File: config.mk
export PLATFORM = sky130hd
export DESIGN_NAME = pi1_subsystem_top
export DESIGN_NICKNAME = d
export VERILOG_FILES = /design/src/verilog/pi1_pkg.sv /design/src/verilog/pi1_subsystem_top.sv /design/src/verilog/pi1_default_slave.sv /design/src/verilog/pi1_ram_slave.sv /design/src/verilog/pi1_interconnect.sv /design/src/verilog/pi1_slave_decoder.sv /design/src/verilog/pi1_master_arbiter.sv
export SDC_FILE = /design/constraint.sdc
export NUM_CORES = 2
export LEC_CHECK = 0
export BUFFER_PORTS_ARGS = -buffer_cell sky130_fd_sc_hd__clkbuf_2
export CAP_MARGIN = 15
export CORE_MARGIN = 5
export CORE_UTILIZATION = 63
export DETAILED_ROUTE_END_ITERATION = 7
export PLACE_DENSITY_LB_ADDON = 0.1
export SLEW_MARGIN = 20
export SYNTH_ARGS = -nofsm -noshare
export SYNTH_HDL_FRONTEND = slang
export SYNTH_SLANG_ARGS = --single-unit
export TNS_END_PERCENT = 50
File: constraint.sdc
create_clock -name clk_i -period 8.1 [get_ports clk_i]
set_clock_uncertainty 0.1 [all_clocks]
set_input_delay 0.405 -clock clk_i [delete_from_list [all_inputs] [get_ports clk_i]]
set_output_delay 0.405 -clock clk_i [all_outputs]
set_load 0.02 [all_outputs]
File: src/verilog/pi1_pkg.sv
// PI1 bus definitions shared by the interconnect, the slaves and the top level
// Op encoding, request and response bundles, bus widths
package pi1_pkg;

	localparam int ARCH_W = 32;            // Data word width
	localparam int ADDR_W = ARCH_W - 2;    // Word address
	localparam int SEL_W  = ARCH_W / 8;    // One select bit per byte

	typedef enum logic [1:0] {
		PI1_NOOP = 2'b00,
		PI1_WR   = 2'b01,
		PI1_RD   = 2'b10,
		PI1_RW   = 2'b11    // Write new word, return old word
	} pi1_op_e;

	// Held by the master until rdy is seen on a rising edge
	typedef struct packed {
		pi1_op_e             op;
		logic [ADDR_W-1:0]   addr;
		logic [ARCH_W-1:0]   data;
		logic [SEL_W-1:0]    sel;
	} pi1_req_t;

	typedef struct packed {
		logic [ARCH_W-1:0]   data;
		logic                rdy;
	} pi1_rsp_t;

endpackage
File: src/verilog/pi1_subsystem_top.sv
// PI1 subsystem top level
// Two external masters, interconnect, two RAMs and the default slave
`timescale 1ns/1ps

module pi1_subsystem_top import pi1_pkg::*; #(
	parameter int MASTER_COUNT     = 2,
	parameter int SLAVE_COUNT      = 3,
	parameter int DEFAULT_SLAVE    = 2,
	parameter int FIRST_SLAVE_ADDR = 0,
	parameter int RAM0_WORDS       = 64,
	parameter int RAM1_WORDS       = 32
) (
	input  logic     clk_i,
	input  logic     rst_i,
	input  pi1_req_t m_req_i [MASTER_COUNT],
	output pi1_rsp_t m_rsp_o [MASTER_COUNT]
);

	pi1_req_t          s_req   [SLAVE_COUNT];
	pi1_rsp_t          s_rsp   [SLAVE_COUNT];
	logic [ADDR_W-1:0] s_mapsz [SLAVE_COUNT];

	pi1_interconnect #(
		.MASTER_COUNT     (MASTER_COUNT),
		.SLAVE_COUNT      (SLAVE_COUNT),
		.DEFAULT_SLAVE    (DEFAULT_SLAVE),
		.FIRST_SLAVE_ADDR (FIRST_SLAVE_ADDR)
	) u_interconnect (
		.clk_i     (clk_i),
		.rst_i     (rst_i),
		.m_req_i   (m_req_i),
		.m_rsp_o   (m_rsp_o),
		.s_req_o   (s_req),
		.s_rsp_i   (s_rsp),
		.s_mapsz_i (s_mapsz)
	);

	// Map order follows slave index
	pi1_ram_slave #(.WORDS(RAM0_WORDS)) u_ram0 (
		.clk_i   (clk_i),
		.rst_i   (rst_i),
		.req_i   (s_req[0]),
		.rsp_o   (s_rsp[0]),
		.mapsz_o (s_mapsz[0])
	);

	pi1_ram_slave #(.WORDS(RAM1_WORDS)) u_ram1 (
		.clk_i   (clk_i),
		.rst_i   (rst_i),
		.req_i   (s_req[1]),
		.rsp_o   (s_rsp[1]),
		.mapsz_o (s_mapsz[1])
	);

	pi1_default_slave u_default (
		.clk_i   (clk_i),
		.rst_i   (rst_i),
		.req_i   (s_req[DEFAULT_SLAVE]),
		.rsp_o   (s_rsp[DEFAULT_SLAVE]),
		.mapsz_o (s_mapsz[DEFAULT_SLAVE])
	);

endmodule

File: src/verilog/pi1_default_slave.sv
// PI1 default slave
// Counts accesses that no other slave claims, reads return the count
`timescale 1ns/1ps

module pi1_default_slave import pi1_pkg::*; (
	input  logic              clk_i,
	input  logic              rst_i,
	input  pi1_req_t          req_i,
	output pi1_rsp_t          rsp_o,
	output logic [ADDR_W-1:0] mapsz_o
);

	logic [ARCH_W-1:0] miss_cnt;
	logic [ARCH_W-1:0] rd_q;
	logic              rdy_q;

	always_ff @(posedge clk_i) begin
		if (rst_i) begin
			miss_cnt <= '0;
			rdy_q    <= 1'b0;
		end else begin
			rdy_q <= 1'b1;
			if (req_i.op != PI1_NOOP)
				miss_cnt <= miss_cnt + 1'b1;
		end
	end

	// Count before this access
	always_ff @(posedge clk_i) begin
		if (req_i.op == PI1_RD || req_i.op == PI1_RW)
			rd_q <= miss_cnt;
	end

	assign rsp_o.data = rd_q;
	assign rsp_o.rdy  = rdy_q;
	assign mapsz_o    = '0;    // Takes no range, only misses

endmodule

File: src/verilog/pi1_ram_slave.sv
// PI1 word RAM slave
// Byte-select writes, registered reads, read-write returns the old word
`timescale 1ns/1ps

module pi1_ram_slave import pi1_pkg::*; #(
	parameter int WORDS = 64,
	localparam int AW = (WORDS > 1) ? $clog2(WORDS) : 1
) (
	input  logic              clk_i,
	input  logic              rst_i,
	input  pi1_req_t          req_i,
	output pi1_rsp_t          rsp_o,
	output logic [ADDR_W-1:0] mapsz_o
);

	localparam int BYTE_W = ARCH_W / SEL_W;

	logic [ARCH_W-1:0] mem [WORDS];
	logic [ARCH_W-1:0] rd_q;
	logic [AW-1:0]     widx;
	logic              wr_en;
	logic              rd_en;
	logic              rdy_q;

	assign widx  = req_i.addr[AW-1:0];
	assign wr_en = (req_i.op == PI1_WR) || (req_i.op == PI1_RW);
	assign rd_en = (req_i.op == PI1_RD) || (req_i.op == PI1_RW);

	always_ff @(posedge clk_i) begin
		if (rd_en)
			rd_q <= mem[widx];    // Old word on read-write
		if (wr_en) begin
			for (int b = 0; b < SEL_W; b++) begin
				if (req_i.sel[b])
					mem[widx][b*BYTE_W +: BYTE_W] <= req_i.data[b*BYTE_W +: BYTE_W];
			end
		end
	end

	always_ff @(posedge clk_i) begin
		if (rst_i)
			rdy_q <= 1'b0;
		else
			rdy_q <= 1'b1;
	end

	assign rsp_o.data = rd_q;
	assign rsp_o.rdy  = rdy_q;
	assign mapsz_o    = ADDR_W'(WORDS);

endmodule

File: src/verilog/pi1_interconnect.sv
// PI1 interconnect
// Arbitrates masters, routes to the decoded slave with a relative address, returns read data
`timescale 1ns/1ps

module pi1_interconnect import pi1_pkg::*; #(
	parameter int MASTER_COUNT     = 2,
	parameter int SLAVE_COUNT      = 3,
	parameter int DEFAULT_SLAVE    = 2,
	parameter int FIRST_SLAVE_ADDR = 0,
	localparam int MIDX_W = (MASTER_COUNT > 1) ? $clog2(MASTER_COUNT) : 1,
	localparam int SIDX_W = (SLAVE_COUNT > 1) ? $clog2(SLAVE_COUNT) : 1
) (
	input  logic              clk_i,
	input  logic              rst_i,
	input  pi1_req_t          m_req_i [MASTER_COUNT],
	output pi1_rsp_t          m_rsp_o [MASTER_COUNT],
	output pi1_req_t          s_req_o [SLAVE_COUNT],
	input  pi1_rsp_t          s_rsp_i [SLAVE_COUNT],
	input  logic [ADDR_W-1:0] s_mapsz_i [SLAVE_COUNT]
);

	pi1_op_e           m_ops [MASTER_COUNT];
	pi1_req_t          greq;         // Granted master's request
	logic [MIDX_W-1:0] grant;
	logic [SIDX_W-1:0] sidx;
	logic [SIDX_W-1:0] rd_idx;       // Slave that owes read data
	logic [ADDR_W-1:0] sbase;
	logic              hit;
	logic              rd_pend;
	logic              rd_ret;
	logic              accept;
	logic              rd_acc;
	logic [ARCH_W-1:0] rd_data_q;
	logic [ARCH_W-1:0] rd_data;

	always_comb begin
		for (int i = 0; i < MASTER_COUNT; i++)
			m_ops[i] = m_req_i[i].op;
	end

	pi1_master_arbiter #(
		.MASTER_COUNT (MASTER_COUNT)
	) u_arbiter (
		.clk_i     (clk_i),
		.rst_i     (rst_i),
		.m_ops_i   (m_ops),
		.m_grant_o (grant)
	);

	assign greq = m_req_i[grant];

	pi1_slave_decoder #(
		.SLAVE_COUNT      (SLAVE_COUNT),
		.DEFAULT_SLAVE    (DEFAULT_SLAVE),
		.FIRST_SLAVE_ADDR (FIRST_SLAVE_ADDR)
	) u_decoder (
		.clk_i        (clk_i),
		.rst_i        (rst_i),
		.req_op_i     (greq.op),
		.req_addr_i   (greq.addr),
		.mapsz_i      (s_mapsz_i),
		.slave_idx_o  (sidx),
		.slave_base_o (sbase),
		.hit_o        (hit)
	);

	assign rd_ret = rd_pend && s_rsp_i[rd_idx].rdy;
	// A pending read that is not returning yet blocks the next request
	assign accept  = (rd_ret || !rd_pend) && hit && s_rsp_i[sidx].rdy;
	assign rd_acc  = accept && (greq.op == PI1_RD || greq.op == PI1_RW);
	assign rd_data = rd_ret ? s_rsp_i[rd_idx].data : rd_data_q;

	always_ff @(posedge clk_i) begin
		if (rst_i)
			rd_pend <= 1'b0;
		else if (rd_ret || rd_acc)
			rd_pend <= rd_acc;
	end

	always_ff @(posedge clk_i) begin
		if (rd_acc)
			rd_idx <= sidx;
		if (rd_ret)
			rd_data_q <= s_rsp_i[rd_idx].data;    // Keeps data stable afterwards
	end

	always_comb begin
		for (int i = 0; i < MASTER_COUNT; i++) begin
			m_rsp_o[i].data = rd_data;
			m_rsp_o[i].rdy  = accept && (grant == MIDX_W'(i));
		end
		for (int j = 0; j < SLAVE_COUNT; j++) begin
			s_req_o[j].op   = (accept && sidx == SIDX_W'(j)) ? greq.op : PI1_NOOP;
			s_req_o[j].addr = greq.addr - sbase;
			s_req_o[j].data = greq.data;
			s_req_o[j].sel  = greq.sel;
		end
	end

endmodule

File: src/verilog/pi1_slave_decoder.sv
// PI1 slave decoder
// Builds the address map from reported sizes, then finds the slave for each address
`timescale 1ns/1ps

module pi1_slave_decoder import pi1_pkg::*; #(
	parameter int SLAVE_COUNT      = 3,
	parameter int DEFAULT_SLAVE    = 2,
	parameter int FIRST_SLAVE_ADDR = 0,
	localparam int SIDX_W = (SLAVE_COUNT > 1) ? $clog2(SLAVE_COUNT) : 1
) (
	input  logic              clk_i,
	input  logic              rst_i,
	input  pi1_op_e           req_op_i,
	input  logic [ADDR_W-1:0] req_addr_i,
	input  logic [ADDR_W-1:0] mapsz_i [SLAVE_COUNT],
	output logic [SIDX_W-1:0] slave_idx_o,
	output logic [ADDR_W-1:0] slave_base_o,
	output logic              hit_o
);

	typedef enum logic [1:0] {
		MAP_BUILD,
		SEARCH,
		HIT
	} dec_state_e;

	localparam logic [ADDR_W-1:0] FIRST_ADDR = ADDR_W'(FIRST_SLAVE_ADDR);
	localparam logic [SIDX_W-1:0] LAST_IDX   = SIDX_W'(SLAVE_COUNT - 1);
	localparam logic [SIDX_W-1:0] DFLT_IDX   = SIDX_W'(DEFAULT_SLAVE);

	dec_state_e        state;
	logic [ADDR_W-1:0] end_addr [SLAVE_COUNT];    // Exclusive end of each range
	logic [ADDR_W-1:0] mapsz_q;
	logic [ADDR_W-1:0] end_q;
	logic [ADDR_W-1:0] lo;                        // Base of the slave under test
	logic              busy;                      // Table read in flight
	logic              dflt;                      // Holding a miss on the default slave
	logic              in_range;
	logic              valid;

	assign in_range     = (req_addr_i >= lo) && (req_addr_i < end_q);
	assign valid        = (req_op_i == PI1_NOOP) || (dflt ? (req_addr_i == lo) : in_range);
	assign hit_o        = (state == HIT) && valid;
	assign slave_base_o = lo;

	// Table reads lag slave_idx_o by one cycle
	always_ff @(posedge clk_i) begin
		mapsz_q <= mapsz_i[slave_idx_o];
		end_q   <= end_addr[slave_idx_o];
	end

	always_ff @(posedge clk_i) begin
		if (rst_i) begin
			state       <= MAP_BUILD;
			slave_idx_o <= '0;
			lo          <= FIRST_ADDR;
			busy        <= 1'b1;
			dflt        <= 1'b0;
		end else if (busy) begin
			busy <= 1'b0;
		end else begin
			case (state)
				MAP_BUILD: begin
					end_addr[slave_idx_o] <= lo + mapsz_q;
					busy <= 1'b1;
					if (slave_idx_o < LAST_IDX) begin
						lo          <= lo + mapsz_q;    // Next slave starts where this ends
						slave_idx_o <= slave_idx_o + 1'b1;
					end else begin
						lo          <= FIRST_ADDR;
						slave_idx_o <= '0;
						state       <= SEARCH;
					end
				end
				SEARCH: begin
					if (valid) begin
						state <= HIT;
					end else if (dflt) begin
						// Address moved before the miss was served
						slave_idx_o <= '0;
						lo          <= FIRST_ADDR;
						dflt        <= 1'b0;
						busy        <= 1'b1;
					end else if (slave_idx_o < LAST_IDX) begin
						lo          <= end_q;
						slave_idx_o <= slave_idx_o + 1'b1;
						busy        <= 1'b1;
					end else begin
						lo          <= req_addr_i;    // Nobody claims it
						slave_idx_o <= DFLT_IDX;
						dflt        <= 1'b1;
						busy        <= 1'b1;
					end
				end
				default: begin
					if (!valid) begin
						state       <= SEARCH;
						slave_idx_o <= '0;
						lo          <= FIRST_ADDR;
						dflt        <= 1'b0;
						busy        <= 1'b1;
					end
				end
			endcase
		end
	end

endmodule

File: src/verilog/pi1_master_arbiter.sv
// PI1 master arbiter
// Round-robin grant that moves on idle cycles and skips idle high-index masters
`timescale 1ns/1ps

module pi1_master_arbiter import pi1_pkg::*; #(
	parameter int MASTER_COUNT = 2,
	localparam int MIDX_W = (MASTER_COUNT > 1) ? $clog2(MASTER_COUNT) : 1
) (
	input  logic              clk_i,
	input  logic              rst_i,
	input  pi1_op_e           m_ops_i [MASTER_COUNT],
	output logic [MIDX_W-1:0] m_grant_o
);

	localparam logic [MIDX_W-1:0] TOP_IDX = MIDX_W'(MASTER_COUNT - 1);

	logic [MIDX_W-1:0] scan_idx;    // Background scanner position
	logic [MIDX_W-1:0] scan_hi;     // Highest active master from the last pass
	logic [MIDX_W-1:0] wrap_idx;    // Wrap point for the current round
	logic              scan_active;

	assign scan_active = (m_ops_i[scan_idx] != PI1_NOOP);

	// Scan downwards, restart from the top on the first active master or at 0
	always_ff @(posedge clk_i) begin
		if (rst_i) begin
			scan_idx <= TOP_IDX;
			scan_hi  <= TOP_IDX;
		end else if (scan_active || scan_idx == '0) begin
			if (scan_active)
				scan_hi <= scan_idx;
			scan_idx <= TOP_IDX;
		end else begin
			scan_idx <= scan_idx - 1'b1;
		end
	end

	// Grant only moves while the granted master is idle
	always_ff @(posedge clk_i) begin
		if (rst_i) begin
			m_grant_o <= '0;
			wrap_idx  <= TOP_IDX;
		end else if (m_ops_i[m_grant_o] == PI1_NOOP) begin
			if (m_grant_o < wrap_idx) begin
				m_grant_o <= m_grant_o + 1'b1;
			end else begin
				m_grant_o <= '0;
				wrap_idx  <= scan_hi;    // Drops masters that went quiet
			end
		end
	end

endmodule

# Yosys cells after proc, flatten, opt, wreduce, memory -nomap -nowiden

Memories as Yosys holds them, arrays and structs flattened. A register that Yosys moved wholly into a read port is not among the register bits.
Cells that the tools add are included.

Register bits after elaboration: 170
Memory bits (writable): 3162
Output and inout bits: 66
Memories: 3

Add/subtract/negate cells: 6
Order comparisons: 8
Equal/unequal tests: 20
Mux-type cells: 73
Bitwise operators: 10
Reductions and logical operators: 34

Memories:

| memory                            | depth | bits a word | read ports | clocked after memory_dff | write ports | line                    | RTL |
|---|---|---|---|---|---|---|---|
| u_ram0.mem                        | 64    | 32          | 1          | 1                        | 1           | pi1_ram_slave.sv:18     | `logic [ARCH_W-1:0] mem [WORDS];` |
| u_ram1.mem                        | 32    | 32          | 1          | 1                        | 1           | pi1_ram_slave.sv:18     |  |
| u_interconnect.u_decoder.end_addr | 3     | 30          | 1          | 1                        | 1           | pi1_slave_decoder.sv:32 | `logic [ADDR_W-1:0] end_addr [SLAVE_COUNT];` |

Operators by type and width:

| kind                                                                  | number |
|---|---|
| 30-bit two-way mux                                                    | 7 |
| 68-bit two-way mux                                                    | 3 |
| 33-bit binary-select mux with 2-bit select                            | 2 |
| 33-bit two-way mux                                                    | 2 |
| 30-bit binary-select mux with 2-bit select                            | 1 |
| 30-bit case mux with 2 select lines                                   | 1 |
| 1-bit two-way mux                                                     | 36 |
| 2-bit two-way mux                                                     | 17 |
| 32-bit by 1-bit adder with 32-bit output, second input constant       | 1 |
| 32-bit two-way mux                                                    | 1 |
| 30-bit adder                                                          | 1 |
| 30-bit equality test                                                  | 1 |
| 30-bit >= comparator                                                  | 1 |
| 30-bit less-than comparator                                           | 1 |
| 2-bit equality test, second input constant                            | 10 |
| 1-bit logical AND                                                     | 11 |
| 1-bit logical OR                                                      | 10 |
| 2-bit by 1-bit equality test with 1-bit output, second input constant | 4 |
| 2-bit zero test                                                       | 4 |
| 2-bit case mux with 2 select lines                                    | 2 |
| 3-bit >= comparator, second input constant                            | 2 |
| 2-bit inequality test, second input constant                          | 3 |
| 1-bit inverter                                                        | 6 |
| 2-bit inverter with 3-bit output                                      | 2 |
| other kinds (17)                                                      | 22 |

# Longest topological paths before layout

Word-level depth: 17
Mapped depth: 17
Depth with buffers taken out: 11

# Modules after synthesis

From an unflattened synthesis, not the netlist that was laid out.

Cell total of the unflattened synthesis: 8968
Area, all modules: 139467.5 µm²

Modules (own cells, without submodules):

| module                  | instances | cells an instance | area each (µm²) | seq. area each (µm²) |
|---|---|---|---|---|
| pi1_ram_slave at u_ram0 | 1         | 4649              | 79810.3         | 62479.9 |
| pi1_ram_slave at u_ram1 | 1         | 2266              | 40760.3         | 31730.4 |
| pi1_slave_decoder       | 1         | 995               | 9989.6          | 4624.4 |
| pi1_interconnect        | 1         | 788               | 5905.7          | 720.7 |
| pi1_default_slave       | 1         | 253               | 2826.5          | 1621.6 |
| pi1_master_arbiter      | 1         | 17                | 175.2           | 80.1 |

# Least setup slack after synthesis

No wires, ideal clock.

Path type: register -> register
Start point: register u_interconnect.u_arbiter.m_grant_o
End point: register u_default.rd_q[0] (enable)
Setup time: 0.461 ns
Arrival time: 5.436 ns
Path slack: 2.103 ns
Cell stages (with the launch flop): 16
Period minus slack after synthesis: 5.997 ns
Cell sequence: dfxtp_1 buf_6 clkbuf_1 clkbuf_1 mux2_2 ha_1 a41oi_1 o21ai_0 o211ai_1 and3_1 o21a_1 buf_4 nand3_2 buf_6 clkbuf_1 nor3_1

Longest elaborated chain between the ends: 15
Elaborated cells between the ends (all ways): 19
Those cells by class: order compare (2); eq/ne (3); mux (5); bitwise (1); reduce/logical (8)

Ends and longest elaborated chain:

| element                                                             | line                     | RTL |
|---|---|---|
| start: declaration                                                  | pi1_master_arbiter.sv:12 | `output logic [MIDX_W-1:0] m_grant_o` |
| start signal: assignment                                            | pi1_master_arbiter.sv:45 | `m_grant_o <= m_grant_o + 1'b1;` |
| 1-bit inverter with 2-bit output (implied by the code) *            | pi1_interconnect.sv:50   | `assign greq = m_req_i[grant];` |
| 68-bit two-way mux (implied by the code) * (3 in a row)             | pi1_interconnect.sv:50   |  |
| 30-bit >= comparator or 30-bit less-than comparator (tied branches) | pi1_slave_decoder.sv:41  | `assign in_range = (req_addr_i >= lo) && (req_addr_i < end_q);` |
| 1-bit logical AND                                                   | pi1_slave_decoder.sv:41  |  |
| 1-bit two-way mux                                                   | pi1_slave_decoder.sv:42  | `assign valid = (req_op_i == PI1_NOOP) \|\| (dflt ? (req_addr_i == lo) : in_range);` |
| 1-bit logical OR                                                    | pi1_slave_decoder.sv:42  |  |
| 1-bit logical AND                                                   | pi1_slave_decoder.sv:43  | `assign hit_o = (state == HIT) && valid;` |
| 1-bit logical AND (2 in a row)                                      | pi1_interconnect.sv:69   | `assign accept = (rd_ret \|\| !rd_pend) && hit && s_rsp_i[sidx].rdy;` |
| 1-bit logical AND                                                   | pi1_interconnect.sv:93   | `s_req_o[j].op = (accept && sidx == SIDX_W'(j)) ? greq.op : PI1_NOOP;` |
| 2-bit two-way mux *                                                 | pi1_interconnect.sv:93   |  |
| 2-bit equality test                                                 | pi1_default_slave.sv:30  | `if (req_i.op == PI1_RD \|\| req_i.op == PI1_RW)` |
| 1-bit logical OR *                                                  | pi1_default_slave.sv:30  |  |
| end signal: assignment                                              | pi1_default_slave.sv:31  | `rd_q <= miss_cnt;` |
| end: declaration                                                    | pi1_default_slave.sv:14  | `logic [ARCH_W-1:0] rd_q;` |

Mark *: on every way between the ends. The rest lies on a longest branch, timed or not. The select of a mux whose other input is x is not followed.
A chain may end at the register's enable or synchronous reset.

# Worst setup path after layout

Start point: register u_interconnect.u_arbiter.m_grant_o
End point: memory u_ram0.mem[10][17] (enable)

Longest elaborated chain between the ends: 17
Elaborated cells between the ends (all ways): 23
Those cells by class: add/sub (1); order compare (2); eq/ne (3); mux (8); bitwise (1); reduce/logical (8)

Ends and longest elaborated chain:

| element                                                                               | line                    | RTL |
|---|---|---|
| 1-bit inverter with 2-bit output (implied by the code) *                              | pi1_interconnect.sv:50  |  |
| 68-bit two-way mux (implied by the code) * (3 in a row)                               | pi1_interconnect.sv:50  |  |
| 30-bit >= comparator or 30-bit less-than comparator (tied branches)                   | pi1_slave_decoder.sv:41 |  |
| 1-bit logical AND                                                                     | pi1_slave_decoder.sv:41 |  |
| 1-bit two-way mux                                                                     | pi1_slave_decoder.sv:42 |  |
| 1-bit logical OR                                                                      | pi1_slave_decoder.sv:42 |  |
| 1-bit logical AND                                                                     | pi1_slave_decoder.sv:43 |  |
| 1-bit logical AND (2 in a row)                                                        | pi1_interconnect.sv:69  |  |
| 1-bit logical AND                                                                     | pi1_interconnect.sv:93  |  |
| 2-bit two-way mux                                                                     | pi1_interconnect.sv:93  |  |
| 2-bit by 1-bit equality test with 1-bit output or 2-bit equality test (tied branches) | pi1_ram_slave.sv:26     | `assign wr_en = (req_i.op == PI1_WR) \|\| (req_i.op == PI1_RW);` |
| 1-bit logical OR                                                                      | pi1_ram_slave.sv:26     |  |
| 1-bit two-way mux                                                                     | pi1_ram_slave.sv:32     | `if (wr_en) begin` |
| 1-bit two-way mux (implied by the code)                                               | pi1_ram_slave.sv:35     | `mem[widx][b*BYTE_W +: BYTE_W] <= req_i.data[b*BYTE_W +: BYTE_W];` |
| end: declaration                                                                      | pi1_ram_slave.sv:18     |  |

Marked as above.

==> impl_metrics.yaml <==
power:
  finalPower_mw: 39.35
  power_density_nw_per_um2: 258.3
  p_leak_nw: 47.84
  peakVddDrop_v: 0.0002621
logic_synthesis:
  avgSynthCellArea_um2: 20.10
  synthDominantCellAreaShare_pct: 73.16
  yosysWarningCount: 0
  yosysMostFrequentCell: "edfxtp_1"
  synth-edff-count: 3260
  ys.flop_type: "edfxtp_1"
  netlist.top_cell.by_area: "edfxtp_1"
  ys_ff_latch: 3398
  synth_common_cells: "3260 x edfxtp_1, 768 x mux4_2, 391 x a22oi_1"
  yosysSeqAreaShare_pct: 75.23
  synthTopCellsByArea: "edfxtp_1 73%, mux4_2 13%, a22oi_1 2.2%, dfxtp_1 2.1%, nor4_1 1.3%"
  synthCells: 6657
  synth.distinct_cells: 77
  async_reset_ff_share_pct: 0
  synth_area_um2: 133800
  syn_nets: 6859
finish:
  seqCellArea_um2: 100700
  multi_input_area_um2: 31750
  drive_above_1_share_pct: 28.50
  area_growth_pct: 13.86
  nFillCells: 12361
  stdcell_count: 10298
  nNetsFinal: 7417
detailed_routing:
  vias_per_cell: 6.988
  routedWlPerCell_um: 33.15
  vias: 71967
  wl_mm: 341.4
  drt_iter0_markers: 9789
  ant_nets: 0
  drc: 0
  drt-pass1-iter-count: 6
sta:
  layout_min_cycle_time_ps: 6010
  drv_slew: 0
  setup_viol: 0
  relSlewSlack_pct: 21.32
  timing.final.ws_setup_ps: 2090
  worst_pin_slew_ps: 1180
  hold_viol_final: 0
  rsz0062_at_grt: "false"
  finalCritPeriodShare_pct: 74.19
  setup-tns-final_ps: 0
  clock.fmax_ghz: 0.1664
clocking:
  clock-root-buffer: "clkbuf_16"
  cts_buffers: 346
  tritoncts: "built"
  h-tree-depth: 5
  clockBufferDepth: 4
  insertion_delay_ps: 970
  path_clk_slew_ps: 60
  clock-sinks: 3398
die:
  die-area_um2: 221700
  die_x_um: 470.9
  initial_core_util_pct: 63.21
  num_rows: 169
  ios: 204
  core-area_um2: 211700
  die_h_um: 470.9
placed_design:
  hpwl_mm: 200.1
  port_buffers: 203
  gp_congestion: 0.8905
  pre_cts_ws_ps: 2158
  place_inst: 9587
run_status:
  outcome: "completed"
worst_setup_path:
  endpoint_kind: "flop"
  arrival_ps: 6560
  worstSetupPathType: "flop to flop"
  required_ps: 8650
  startpoint_type: "flop"
  cp_max_fo: 64
global_route:
  grt_pass1_wl_mm: 496.8
  grtUsageTotal_pct: 30.75
  grt_overflow: 0
  grt_start_max_net_pins: 134
  antenna_found_initial: 7
  grt_pass1_vias: 71021
worst_hold_path:
  worstHoldPathType: "primary input to flop"
run:
  drv_cap: 0
==> kinds of logic (layout without fill, tap and decap cells) <==
logic type | count (synthesis) | after routing | share of synthesized area [%]
AOI/OAI and AO/OA | 722 | 722 | 3.830
and+or+nand+nor | 922 | 922 | 3.870
other | 0 | 6 | 0
buffers and inverters | 577 | 1391 | 1.919
adders and majority gates | 64 | 64 | 0.6041
DFF | 3398 | 3398 | 75.23
xor gates and xnor gates | 30 | 30 | 0.2020
muxes | 944 | 944 | 14.35
==> power breakdown <==
group	switching, mW	internal [mW]	total [mW]
Combinational	3.03	1.46	4.49
Clock	6.40	8.80	15.2
Sequential	0.0757	19.6	19.7
Total	9.51	29.8	39.4
==> final cells by class <==
cell class | count | share of cell area [%]
clock buffers | 436 | 6.041
well taps | 2821 | 2.317
flip-flops and latches | 3398 | 66.08
inverters | 71 | 0.1749
diodes | 6 | 0.009856
repair buffers | 716 | 3.580
multi-input cells | 2682 | 20.84
clock inverters | 168 | 0.9544
==> placed cells by master (no fill, tap or decap), types with 11 or more instances in the layout <==
cell type and count:
dfxtp_1 135, o211ai_1 11, clkbuf_16 351, dlygate4sd3_1 93
clkinv_1 74, clkbuf_1 75, or2_2 14, edfxtp_1 3260
o21ai_0 85, inv_1 69, nor4_1 190, nor2b_1 13
bufinv_16 25, o31ai_1 17, mux4_2 768, o22ai_1 17
mux2_2 67, and3_1 15, nor4_2 89, ha_1 62
o311ai_0 13, or4_1 12, nand4_1 118, a21oi_1 78
buf_4 394, buf_12 20, nor2_1 98, clkbuf_2 203
xnor2_1 24, clkinv_2 50, nor4_4 23, nor3_1 106
mux2_4 29, clkinvlp_4 12, nor3_2 18, nand2_1 146
nand3_1 41, mux2i_1 76, a22oi_1 391
==> worst paths after layout <==
check	slack, ps	endpoint	cells after the start	from
setup / recovery	2090	u_ram0.mem[10][17]	12	u_interconnect.u_arbiter.m_grant_o
hold / removal	30	u_ram0.mem[23][17]	2	m_req_i[21]
setup reg to reg	2090	u_ram0.mem[10][17]	12	u_interconnect.u_arbiter.m_grant_o
hold reg to reg	330	u_interconnect.u_arbiter.scan_idx	1	u_interconnect.u_arbiter.scan_idx
==> sequential cells by signal, summed over array words and instances (netlist names), 30 cells and up <==
| signal | cells |
|---|---|
| u_ram0.mem | 2048 |
| u_default.rd_q | 32 |
| u_ram1.rd_q | 32 |
| u_ram0.rd_q | 32 |
| u_interconnect.u_decoder.slave_base_o | 30 |
| u_default.miss_cnt | 32 |
| u_interconnect.u_decoder.end_q | 30 |
| u_interconnect.u_decoder.end_addr | 90 |
| u_interconnect.rd_data_q | 32 |
| u_ram1.mem | 1024 |
==> stage by stage <==
stage	hold WS, ps	util [%]	area, µm²
floorplan	276.4	-	133800
CTS	1.441	71.77	151900
global route	6.215	71.97	152300
finish	27.66	71.97	152300
detailed placement	307.0	66.30	140300
global placement	284.8	66.27	140300
==> critical path: stages, from the launching register on <==
cell      delay, ps
dfxtp_4         800
mux2i_4         380
ha_4            600
nand4_1         240
nor4_1          500
a221oi_1        180
and3_1          240
nand2_1         300
nand3_4         100
buf_4           400
buf_4           510
nor4_1          960
buf_4           280
==> routing by layer <==
layer	up-vias	share of wire, %	global-route usage, %
met5	-	0.011	0
met4	6	4.0	11.51
met3	672	11	7.020
met2	4514	47	46.42
met1	37545	38	45.03
li1	29230	-	-
==> timing repair <==
action	in CTS	in global routing
setup buffers	0	0
hold buffers	91	3
hold endpoints to repair	334	21
resized for setup	0	0
(Power assumes the default switching activity.)
